$ cat src/verilog/obj_pkg.sv
// object layer shared definitions
// widths, table constants and the scanner state encoding

package obj_pkg;

    // object table layout
    localparam int obj_aw       = 9;   // 512 byte object RAM
    localparam int obj_bytes    = 5;   // y, attr, attr2, id, x
    localparam int scan_end     = 510; // first address past the last entry
    localparam int max_per_line = 32;

    // line buffer, two halves of 512 pixels
    localparam int ln_aw = 10;

    // object RAM byte address
    typedef logic [obj_aw-1:0] obj_addr_t;

    // CPU data and object RAM contents
    typedef logic [7:0] byte_t;

    // graphics ROM word address
    // {bank[3:0], id[7:0], row[3:0], half[1:0]}
    typedef logic [17:0] rom_addr_t;

    // four 4-bit pixels, stored as bit planes
    typedef logic [15:0] rom_word_t;

    // {palette, colour}
    typedef logic [7:0] pxl_t;

    // column inside one line buffer half
    typedef logic [ln_aw-2:0] posx_t;

    // colour index or palette
    typedef logic [3:0] nib_t;

    // table scanner
    typedef enum logic [2:0] {
        idle,       // waits for the end of blank
        read_y,
        read_attr,  // visibility decided here
        read_attr2,
        read_id,
        read_x,     // issues the copy strobe
        wait_copy   // drawer busy with the object
    } scan_state_t;

endpackage

$ cat src/verilog/obj_fetch_if.sv
// scanner to drawer link
// one found object plus the copy handshake strobes

`timescale 1ns/1ps

interface obj_fetch_if;

    logic           copy;      // one clock, object fields valid
    logic           copy_done; // one clock, drawer finished
    obj_pkg::nib_t  y_row;     // row inside the object, vflip applied
    obj_pkg::byte_t id;        // low bit adjusted for tall objects
    obj_pkg::posx_t x;
    obj_pkg::nib_t  pal;
    obj_pkg::nib_t  bank;
    logic           hflip;
    logic           vflip;

    modport scan (output copy, y_row, id, x, pal, bank, hflip, vflip, input copy_done);

    modport draw (input copy, y_row, id, x, pal, bank, hflip, vflip, output copy_done);

endinterface

$ cat src/verilog/obj_draw.sv
// object drawer
// fetches four ROM words per object row, reorders the bit planes
// into nibbles and shifts pixels out towards the line buffer

`timescale 1ns/1ps

module obj_draw (
    input  logic                clk,
    input  logic                rst,
    input  logic                pxl_cen,
    obj_fetch_if.draw           fetch,
    input  logic                line,
    output obj_pkg::rom_addr_t  rom_addr,
    input  obj_pkg::rom_word_t  rom_data,
    input  logic                rom_ok,
    output logic                pxl_we,
    output obj_pkg::posx_t      pxl_x,
    output obj_pkg::pxl_t       pxl_data
);

    logic               copying;
    logic [3:0]         cnt;      // {word, pixel in word}
    logic               ok_dly;
    logic               cen_l;    // readout slot in the line buffer
    logic               line_q;   // half shown when the object started
    logic               advance;
    logic               start;
    logic [1:0]         word_nx;
    obj_pkg::posx_t     posx;
    obj_pkg::rom_word_t shift;
    obj_pkg::rom_word_t src;
    obj_pkg::nib_t      col;

    // pixel k gets bits k+12, k+8, k+4 and k
    function automatic obj_pkg::rom_word_t planar_to_nib(input obj_pkg::rom_word_t w);
        obj_pkg::rom_word_t r;
        for (int k = 0; k < 4; k++) begin
            r[4*k +: 4] = {w[k+12], w[k+8], w[k+4], w[k]};
        end
        return r;
    endfunction

    assign start   = fetch.copy && !copying;
    assign advance = copying && ok_dly && rom_ok && !cen_l;
    assign word_nx = cnt[3:2] + 2'd1;
    assign src     = (cnt[1:0] == 2'd0) ? planar_to_nib(rom_data) : shift; // new word
    assign col     = fetch.hflip ? src[15:12] : src[3:0];

    always_ff @(posedge clk or posedge rst) begin
        if (rst) begin
            copying         <= 1'b0;
            cnt             <= '0;
            ok_dly          <= 1'b0;
            cen_l           <= 1'b0;
            pxl_we          <= 1'b0;
            fetch.copy_done <= 1'b0;
        end else begin
            cen_l           <= pxl_cen;
            ok_dly          <= rom_ok;
            pxl_we          <= 1'b0;
            fetch.copy_done <= 1'b0;
            if (start) begin
                copying <= 1'b1;
                cnt     <= '0;
                ok_dly  <= 1'b0; // first word needs a fresh rom_ok
            end else if (advance) begin
                cnt <= cnt + 4'd1;
                // colour 0 is transparent
                // an object that outlived its line is dropped
                pxl_we <= (col != 4'd0) && (line == line_q);
                if (cnt == 4'hf) begin
                    copying         <= 1'b0;
                    fetch.copy_done <= 1'b1;
                end
            end
        end
    end

    always_ff @(posedge clk) begin
        if (start) begin
            posx     <= fetch.x;
            line_q   <= line;
            rom_addr <= {fetch.bank, fetch.id, fetch.y_row, {2{fetch.hflip}}};
        end else if (advance) begin
            posx     <= posx + 9'd1;
            pxl_x    <= posx;
            pxl_data <= {fetch.pal, col};
            shift    <= fetch.hflip ? src << 4 : src >> 4;
            if (cnt[1:0] == 2'd0 && cnt[3:2] != 2'd3) begin
                // word latched, ask for the next half now
                rom_addr <= {fetch.bank, fetch.id, fetch.y_row, word_nx ^ {2{fetch.hflip}}};
            end
        end
    end

    // writes come one clock after a copying advance
    a_we_copying: assert property (@(posedge clk) disable iff (rst)
        pxl_we |-> $past(copying));

endmodule

$ cat src/flat_wrapper.sv
// flat-port wrapper written by rule: the top's interface ports become plain ports
module obj_draw_flat 
  (clk, rst, pxl_cen, line, rom_addr, rom_data, rom_ok, pxl_we, pxl_x, pxl_data, fetch_copy, fetch_y_row, fetch_id, fetch_x, fetch_pal, fetch_bank, fetch_hflip, fetch_vflip, fetch_copy_done);
  obj_fetch_if fetch_i ();
  input  logic clk;
  input  logic rst;
  input  logic pxl_cen;
  input  logic line;
  output obj_pkg::rom_addr_t rom_addr;
  input  obj_pkg::rom_word_t rom_data;
  input  logic rom_ok;
  output logic pxl_we;
  output obj_pkg::posx_t pxl_x;
  output obj_pkg::pxl_t pxl_data;
  input wire logic [$bits(fetch_i.copy)-1:0] fetch_copy;
  input wire logic [$bits(fetch_i.y_row)-1:0] fetch_y_row;
  input wire logic [$bits(fetch_i.id)-1:0] fetch_id;
  input wire logic [$bits(fetch_i.x)-1:0] fetch_x;
  input wire logic [$bits(fetch_i.pal)-1:0] fetch_pal;
  input wire logic [$bits(fetch_i.bank)-1:0] fetch_bank;
  input wire logic [$bits(fetch_i.hflip)-1:0] fetch_hflip;
  input wire logic [$bits(fetch_i.vflip)-1:0] fetch_vflip;
  output wire logic [$bits(fetch_i.copy_done)-1:0] fetch_copy_done;
  assign fetch_i.copy = fetch_copy;
  assign fetch_i.y_row = fetch_y_row;
  assign fetch_i.id = fetch_id;
  assign fetch_i.x = fetch_x;
  assign fetch_i.pal = fetch_pal;
  assign fetch_i.bank = fetch_bank;
  assign fetch_i.hflip = fetch_hflip;
  assign fetch_i.vflip = fetch_vflip;
  assign fetch_copy_done = fetch_i.copy_done;
  obj_draw u_core (.clk(clk), .rst(rst), .pxl_cen(pxl_cen), .fetch(fetch_i), .line(line), .rom_addr(rom_addr), .rom_data(rom_data), .rom_ok(rom_ok), .pxl_we(pxl_we), .pxl_x(pxl_x), .pxl_data(pxl_data));
endmodule
$ cat config.mk
export PLATFORM = sky130hd
export DESIGN_NAME = obj_draw_flat
export DESIGN_NICKNAME = d
export VERILOG_FILES = /design/src/verilog/obj_pkg.sv /design/src/verilog/obj_fetch_if.sv /design/src/verilog/obj_draw.sv /design/src/flat_wrapper.sv
export SDC_FILE = /design/constraint.sdc
export NUM_CORES = 1
export LEC_CHECK = 0
export ABC_AREA = 1
export BUFFER_PORTS_ARGS = -buffer_cell sky130_fd_sc_hd__buf_2
export CORE_AREA = 2 2 64 127
export CTS_CLUSTER_DIAMETER = 40
export DETAILED_ROUTE_END_ITERATION = 8
export DIE_AREA = 0 0 66 129
export PLACE_DENSITY = 0.66
export SYNTH_ARGS = -nofsm -noshare
export SYNTH_HDL_FRONTEND = slang
export SYNTH_SLANG_ARGS = --single-unit
export TNS_END_PERCENT = 1
$ cat constraint.sdc
create_clock -name clk -period 2.8 [get_ports clk]
set_input_delay 0.42 -clock clk [delete_from_list [all_inputs] [get_ports clk]]
set_output_delay 0.42 -clock clk [all_outputs]
set_load 0.03 [all_outputs]
==> results.sh, run 1 <==
export IMPL_outcome="complete, no violations"
export IMPL_numCtsBuffers=9
export IMPL_final_cell_mix="buf_2, nand2_1, edfxtp_1"
export IMPL_p_total_uw=2900
export IMPL_synth_area_um2=2970
export IMPL_tightestPinTransition_ns=0.461
export IMPL_cp_end_kind="flip-flop"
export IMPL_coreArea_um2=7540
export IMPL_syn_to_final_growth_pct=28.2
export IMPL_grt_first_pass_wirelength_um=9380
export IMPL_setup_violations=0
export IMPL_final_antenna_net_count=0
export IMPL_vias=2065
export IMPL_critPathKind="flip-flop to flip-flop"
export IMPL_fmax_mhz=528
export IMPL_gp_congestion=0.731
export IMPL_powerDensity_nw_per_um2=764
export IMPL_leakage_uw=0.00169
export IMPL_tritoncts="built"
export IMPL_cts_path_max_buffers=2
export IMPL_final_util_pct=50.4
export IMPL_grt_pass1_vias=2018
export IMPL_critPathSlowestCell="dfrtp_1"
export IMPL_antenna_cells=0
export IMPL_met1_length_um=2270
export IMPL_synth_cell_types=25
export IMPL_cts_resized=0
export IMPL_routed_wl_um=5940
export IMPL_post_cts_setup_buffers=0
export IMPL_portBuffers=88
export IMPL_ios=90
export IMPL_layout_drive_gt1_share_pct=33.0
export IMPL_irDropWorstVdd_v=0.000366
export IMPL_path_clk_slew_ns=0.06
export IMPL_maxCapViolations=0
export IMPL_cp_max_fo=18
export IMPL_fill_cells=735
export IMPL_yosys_warnings=0
export IMPL_nets=403
export IMPL_maxSlewViolCount=0
export IMPL_hp_class="input port to asynchronous set/reset pin"
export IMPL_first_pass_iters=4
export IMPL_timing_final_crit_share_pct=67.7
export IMPL_cts_htree_levels=3
export IMPL_initial_core_util_pct=39.3
export IMPL_drt_initial_drc_count=116
export IMPL_fp_dieW_um=66
export IMPL_vias_per_cell=4.64
export IMPL_overflow=0
export IMPL_grt_start_max_net_pins=28
export IMPL_top_layer_used="met4"
export IMPL_critPathArrivalTime_ns=1.91
export IMPL_clk_latency_ns=0.33
export IMPL_dieArea_um2=8510
export IMPL_hold_ws_ns=0.0445
export IMPL_antenna_found_initial=0
export IMPL_grtUsageTotal_pct=15.1
export IMPL_dp_hpwl_um=4370
export IMPL_cts_root_buffer="clkbuf_16"
export IMPL_slew_headroom_pct=69.2
export IMPL_rsz0062_at_grt="false"
export IMPL_wl_met2_um=3210
export IMPL_netlist_area_leader_share_pct=61.8
export IMPL_syn_inst=251
export IMPL_synth_top_area_cell="edfxtp_1"
export IMPL_die_h_um=129
export IMPL_seq_area_um2=2060
export IMPL_syn_nets=308
export IMPL_cts_sinks=70
export IMPL_hold_viol=0
export IMPL_layout_min_cycle_time_ns=1.90
export IMPL_yosys_top_cells_area="edfxtp_1, nand2_1, dfrtp_1, nand3_1, mux2i_1"
export IMPL_final_common_cell="buf_2"
export IMPL_start_kind="flip-flop"
export IMPL_wl_met3_um=319
export IMPL_avgSynthCellArea_um2=11.8
export IMPL_ys_seq_area_share_pct=69.4
export IMPL_clock_skew_ns=0.00469
export IMPL_multi_input_area_um2=783
export IMPL_cts_hold_buf=0
export IMPL_cp_data_required_time_ns=2.82
export IMPL_wl_per_cell_um=13.3
export IMPL_std_cell_rows=45
export IMPL_slowest_delay_ns=0.37
export IMPL_crit_path_frequent_cell="buf_4"
export IMPL_route_detailed_drc=0
export IMPL_finalSetupTns_ns=0
export IMPL_synth_seq_cells=70
export IMPL_crit_chain="inv_1 -> ha_1 -> buf_4 -> inv_2 -> o31ai_4 -> buf_4"
==> worst max-delay path, delay by kind of cell (launching register included) <==
family          cells  cell delay (ns)
buf+inv             4             0.79
flops               1             0.37
compound gates      1             0.25
fa+ha+maj           1             0.16
==> Yosys cell counts <==
library cell and number:
a21oi_1 2, buf_1 1, buf_2 3, buf_6 2, buf_8 1, dfrtp_1 9
edfxtp_1 61, ha_1 4, inv_1 19, inv_2 3, mux2i_1 8, nand2_1 73
nand2_4 1, nand3_1 18, nand3_2 1, nand4_1 1, nor2_1 18, nor2_2 1
nor2_4 2, nor3_1 1, o21ai_0 14, o22ai_1 1, o31ai_1 1, xnor2_1 2
xor2_1 4
==> metrics by stage <==
stage | area [µm²] | setup WS (ns) | cells
2_1_floorplan | 2970 | 0.114 | 251
3_3_place_gp | 3500 | 0.935 | 429
3_5_place_dp | 3500 | 0.899 | 429
4_1_cts | 3800 | 0.891 | 445
5_1_grt | 3800 | 0.795 | 445
6_report | 3800 | 0.904 | 445
==> state kept, by name, indices dropped and copies added (netlist names) <==
register,flops
u_core.copying,1
u_core.pxl_we,1
u_core.ok_dly,1
u_core.cen_l,1
u_core.cnt,4
u_core.fetch.copy_done,1
u_core.posx,9
u_core.line_q,1
u_core.pxl_x,9
u_core.shift,16
u_core.pxl_data,8
u_core.rom_addr,18
==> cells by family after synthesis <==
| kind of cell | after synthesis | synth area share, % |
|---|---|---|
| mux | 8 | 2.70 |
| buf+inv | 29 | 4.68 |
| simple gates | 116 | 16.6 |
| compound gates | 18 | 3.16 |
| fa+ha+maj | 4 | 1.69 |
| flops | 70 | 69.4 |
| xor+xnor | 6 | 1.77 |
==> layout make-up <==
type                       count  share of cell area [%]
sequential                    70                    54.1
multi-input combinational    152                    20.6
timing repair buffer          91                    12.2
clock buffer                   9                    5.92
tap                           94                    3.09
inverter                      22                    2.17
clock inverter                 7                    1.94
==> routing by layer <==
metal	up-vias	track usage [%]
li1	1038	-
met1	957	16.1
met2	59	26.4
met3	11	4.20
met4	0	7.92
met5	-	0
==> where the power goes <==
part | internal, µW | switching [µW]
combinational | 184 | 332
clock | 691 | 428
sequential | 1240 | 33.7
==> path summary, 6_finish.rpt <==
check / end / slack [ns] / cells after the start / start
min reg2reg: u_core.pxl_x[8] / 0.48 / 0 / u_core.posx[8]
min in group clk: u_core.cen_l / 0.19 / 1 / pxl_cen
max reg2reg: u_core.rom_addr[5] / 0.90 / 6 / u_core.cnt[0]
max: u_core.rom_addr[5] / 0.90 / 6 / u_core.cnt[0]
min: u_core.cen_l / 0.04 / 2 / rst
max in group asynchronous: u_core.cnt[1] / 2.50 / 2 / rst
(Power assumes the default switching activity.)
==> inputs of run 2 (changes only) <==
PLACE_DENSITY = not set   (was 0.66)
clock period = 2 ns   (was 2.8 ns; I/O delays follow)
==> run 2 against run 1 <==
- maximum frequency is 16% higher
- highest routed layer unchanged
- register-to-register slack worse by 0.54 ns
- cell count is 0.45% higher
- global-route usage is 0.26 points lower
- core utilization is 1.0 points higher
- critical path type unchanged
- non-clock buffer count is 2 higher
- critical path depth is 1 lower
- worst hold slack better by 0.034 ns
- via count is 0.34% higher
- critical endpoint is now u_core.rom_addr[7]
- routed wire length is 0.13% lower
==> results.sh, run 2 (same netlist as run 1, synthesis figures left out) <==
export IMPL_maxSlewViolCount=0
export IMPL_antenna_cells=0
export IMPL_coreArea_um2=7540
export IMPL_vias=2072
export IMPL_clk_latency_ns=0.33
export IMPL_cts_path_max_buffers=2
export IMPL_wl_per_cell_um=13.3
export IMPL_crit_chain="inv_1 -> ha_1 -> inv_2 -> o31ai_4 -> buf_4"
export IMPL_grt_start_max_net_pins=38
export IMPL_rr_worst_depth=5
export IMPL_critPathSlowestCell="dfrtp_1"
export IMPL_start_kind="flip-flop"
export IMPL_fill_cells=714
export IMPL_drt_initial_drc_count=103
export IMPL_grt_first_pass_wirelength_um=9250
export IMPL_std_cell_rows=45
export IMPL_gp_congestion=0.762
export IMPL_worstReg2RegStart="u_core.cnt[0]"
export IMPL_numCtsBuffers=9
export IMPL_hold_viol=0
export IMPL_cp_max_fo=18
export IMPL_top_register="u_core.rom_addr"
export IMPL_portBuffers=88
export IMPL_antenna_found_initial=0
export IMPL_layout_min_cycle_time_ns=1.63
export IMPL_routed_wl_um=5930
export IMPL_dp_hpwl_um=4300
export IMPL_syn_to_final_growth_pct=30.8
export IMPL_grt_pass1_vias=2116
export IMPL_top_regs="u_core.rom_addr: 18 flops, u_core.shift: 16 flops"
export IMPL_post_cts_setup_buffers=0
export IMPL_setup_violations=0
export IMPL_final_common_cell="buf_2"
export IMPL_p_total_uw=4330
export IMPL_initial_core_util_pct=39.3
export IMPL_maxCapViolations=0
export IMPL_clock_skew_ns=0.00722
export IMPL_critPathKind="flip-flop to flip-flop"
export IMPL_fin_ws_ns=0.368
export IMPL_cts_root_buffer="clkbuf_16"
export IMPL_r2r_end="u_core.rom_addr[7]"
export IMPL_cp_data_required_time_ns=2.02
export IMPL_outcome="complete, no violations"
export IMPL_cts_sinks=70
export IMPL_place_ws_ns=0.350
export IMPL_critPathArrivalTime_ns=1.65
export IMPL_dieArea_um2=8510
export IMPL_nets=405
export IMPL_layout_drive_gt1_share_pct=32.9
export IMPL_cp_end_kind="flip-flop"
export IMPL_fp_dieW_um=66
export IMPL_largest_reg_flops=18
export IMPL_first_pass_iters=4
export IMPL_route_detailed_drc=0
export IMPL_tightestPinTransition_ns=0.462
export IMPL_overflow=0
export IMPL_r2r_slack_ns=0.37
export IMPL_timing_final_crit_share_pct=81.6
export IMPL_cts_htree_levels=3
export IMPL_whs_path_depth=1
export IMPL_tritoncts="built"
export IMPL_path_clk_slew_ns=0.06
export IMPL_grtUsageTotal_pct=14.8
export IMPL_finalSetupTns_ns=0
export IMPL_powerDensity_nw_per_um2=1120
export IMPL_crit_end="u_core.rom_addr[7]"
export IMPL_ios=90
export IMPL_irDropWorstVdd_v=0.000572
export IMPL_leakage_uw=0.00172
export IMPL_final_cell_mix="buf_2, nand2_1, edfxtp_1"
export IMPL_final_antenna_net_count=0
export IMPL_hp_class="input port to flip-flop"
export IMPL_rsz0062_at_grt="false"
export IMPL_slowest_delay_ns=0.38
export IMPL_die_h_um=129
export IMPL_fmax_mhz=613
export IMPL_slew_headroom_pct=69.1
export IMPL_vias_per_cell=4.64
export IMPL_startpoint="u_core.cnt[0]"
==> run 2: cell types whose count changed in the layout (fill, tap and decap cells not counted), sizes merged <==
cell         delta
buf             +1
bufinv          +2
clkinv          -1
clkinvlp        -1
dlygate4sd3     +1
==> run 2: area by class of cell <==
class	count	area (µm²)	share of cell area [%]
clock inverter	7	120	3.10
multi-input combinational	152	783	20.2
sequential	70	2060	53.0
timing repair buffer	93	493	12.7
tap	94	118	3.03
inverter	22	82.6	2.13
clock buffer	9	225	5.81
==> run 2: how the worst min path moves through the flow <==
stage / startpoint / to / slack (ns)
after detailed placement: rst / u_core.cnt[0] / 0.29
after global routing: pxl_cen / u_core.cen_l / 0.07
after global placement: rst / u_core.cnt[1] / 0.28
final: pxl_cen / u_core.cen_l / 0.08
after CTS: pxl_cen / u_core.cen_l / 0.06
after floorplan: rst / u_core.cen_l / 0.13
==> run 2: what timing repair did <==
| item | in CTS | in global routing |
|---|---|---|
| resized for setup | 0 | 0 |
| setup endpoints to repair | 0 | 0 |
| hold buffers | 1 | 0 |
| endpoints found under the hold margin | 9 | 0 |
==> run 2: per-layer routing <==
layer  up-vias  part of all wire [%]  GRT usage (%)
li1       1038                     -              -
met1       964                    38           15.0
met2        58                    54           26.9
met3        12                   5.4           3.76
met4         0                   2.7           8.28
met5         -                     0              0
==> run 2: metrics by stage <==
stage / hold slack (ns) / instance area, µm² / utilization [%] / cells
6_report: 0.0783 / 3880 / 51.4 / 447
3_5_place_dp: 0.286 / 3520 / 46.7 / 430
3_3_place_gp: 0.280 / 3520 / 46.7 / 430
2_1_floorplan: 0.128 / 2980 / - / 251
4_1_cts: 0.0629 / 3880 / 51.4 / 447
5_1_grt: 0.0670 / 3880 / 51.4 / 447
==> run 2: critical path, delay by kind of cell (launching register included) <==
family                   cells  cell delay [ns]
AO/OA/AOI/OAI                1             0.24
adder cells (fa/ha/maj)      1             0.19
buffers and inverters        3             0.50
flip-flops                   1             0.38
==> run 2: report_power, final <==
part / internal (µW) / switching (µW) / total, µW / leakage (µW)
clock: 1220 / 600 / 1820 / 0.000168
sequential: 1730 / 45.6 / 1780 / 0.000668
combinational: 264 / 468 / 732 / 0.000888
total: 3220 / 1110 / 4330 / 0.00172
==> inputs of run 3 (changes only) <==
clock period = 1.6 ns   (was 2 ns; I/O delays follow)
==> run 3 against run 2 <==
- worst hold slack got worse by 0.061 ns
- cell count rose by 0.45%
- non-clock buffer count up 2
==> results.sh, run 3 (same netlist as run 1, synthesis figures left out) <==
export IMPL_overflow=0
export IMPL_rsz0062_at_grt="false"
export IMPL_cts_path_max_buffers=2
export IMPL_gp_congestion=0.806
export IMPL_dieArea_um2=8510
export IMPL_antenna_cells=0
export IMPL_hp_class="input port to flip-flop"
export IMPL_vias=2084
export IMPL_irDropWorstVdd_v=0.000596
export IMPL_vias_per_cell=4.64
export IMPL_cp_data_required_time_ns=1.64
export IMPL_tritoncts="built"
export IMPL_r2r_slack_ns=0.14
export IMPL_final_cell_mix="buf_2, nand2_1, edfxtp_1"
export IMPL_top_register="u_core.rom_addr"
export IMPL_powerDensity_nw_per_um2=1320
export IMPL_critPathArrivalTime_ns=1.50
export IMPL_layout_drive_gt1_share_pct=34.1
export IMPL_maxSlewViolCount=0
export IMPL_timing_final_crit_share_pct=91.2
export IMPL_syn_to_final_growth_pct=30.9
export IMPL_first_pass_iters=4
export IMPL_ios=90
export IMPL_clock_skew_ns=0.00550
export IMPL_fin_ws_ns=0.141
export IMPL_cp_max_fo=18
export IMPL_final_antenna_net_count=0
export IMPL_initial_core_util_pct=39.3
export IMPL_numCtsBuffers=9
export IMPL_p_total_uw=5120
export IMPL_slew_headroom_pct=75.0
export IMPL_cts_htree_levels=3
export IMPL_fp_dieW_um=66
export IMPL_grt_start_max_net_pins=41
export IMPL_start_kind="flip-flop"
export IMPL_cp_end_kind="flip-flop"
export IMPL_hold_viol=0
export IMPL_path_clk_slew_ns=0.05
export IMPL_coreArea_um2=7540
export IMPL_die_h_um=129
export IMPL_maxCapViolations=0
export IMPL_route_detailed_drc=0
export IMPL_setup_violations=0
export IMPL_cts_root_buffer="clkbuf_16"
export IMPL_routed_wl_um=6080
export IMPL_grtUsageTotal_pct=15.8
export IMPL_top_regs="u_core.rom_addr: 18 flops, u_core.shift: 16 flops"
export IMPL_std_cell_rows=45
export IMPL_largest_reg_flops=18
export IMPL_layout_min_cycle_time_ns=1.46
export IMPL_wl_per_cell_um=13.5
export IMPL_antenna_found_initial=0
export IMPL_tightestPinTransition_ns=0.375
export IMPL_final_common_cell="buf_2"
export IMPL_clk_latency_ns=0.33
export IMPL_grt_first_pass_wirelength_um=9550
export IMPL_portBuffers=88
export IMPL_critPathKind="flip-flop to flip-flop"
export IMPL_grt_pass1_vias=2080
export IMPL_dp_hpwl_um=4360
export IMPL_outcome="complete, no violations"
export IMPL_fmax_mhz=686
export IMPL_nets=407
export IMPL_leakage_uw=0.00171
export IMPL_drt_initial_drc_count=201
export IMPL_place_ws_ns=0.137
export IMPL_cts_sinks=70
-- run 3: changes by cell type in the layout (fill, tap and decap cells not counted), moves of 2 or more --
cell,change
buf_12,+2
clkinv_2,+2
inv_1,-2
bufinv_16,-2
ha_1,-2
clkbuf_1,+2
clkinv_4,-2
-- run 3: worst paths after layout --
kind / cells after the start / start / end
max: 4 / u_core.cen_l / u_core.rom_addr[10]
min: 1 / pxl_cen / u_core.cen_l
max reg2reg: 4 / u_core.cen_l / u_core.rom_addr[10]
min reg2reg: 0 / u_core.posx[8] / u_core.pxl_x[8]
max in group asynchronous: 3 / rst / u_core.cnt[2]
min in group asynchronous: 3 / rst / u_core.pxl_we
-- run 3: timing repair --
action / CTS / global route
hold endpoints to repair: 9 / 0
hold buffers: 1 / 0
setup buffers: 0 / 0
endpoints found under the setup margin: 0 / 2
resized for setup: 0 / 2
-- run 3: stage by stage --
| step | instances | cell area (µm²) | TNS [ns] | util (%) | hold WS, ns |
|---|---|---|---|---|---|
| floorplan | 251 | 3000 | -1.50 | - | 0.0679 |
| global placement | 432 | 3580 | 0 | 47.5 | 0.227 |
| detailed placement | 432 | 3580 | 0 | 47.5 | 0.237 |
| CTS | 449 | 3870 | 0 | 51.4 | 0.00613 |
| global route | 449 | 3880 | 0 | 51.4 | 0.00736 |
| finish | 449 | 3880 | 0 | 51.4 | 0.0169 |
-- run 3: worst max-delay path, stage by stage (launching register included) --
cell     delay (ns)
dfrtp_1        0.40
nor2_1         0.12
nand3_1        0.15
o31ai_4        0.31
buf_12         0.19
-- run 3: where the power goes --
| part | switching, µW | internal (µW) | leakage (µW) |
|---|---|---|---|
| sequential | 63.0 | 2160 | 0.000668 |
| clock | 691 | 1190 | 0.000137 |
| combinational | 606 | 399 | 0.000903 |
-- run 3: area by class of cell --
type | count | area, µm²
flip-flops and latches | 70 | 2060
multi-input cells | 152 | 802
clock inverters | 5 | 51.3
well taps | 94 | 118
repair buffers | 95 | 533
fillers | 710 | 3660
clock buffers | 11 | 233
inverters | 22 | 87.6
-- run 3: per-layer routing --
layer	GRT usage [%]	vias up	share of wire, %
met5	0	-	0
met4	10.1	0	3.3
met3	4.63	13	4.4
met2	28.7	63	58
met1	14.8	960	34
li1	-	1048	-
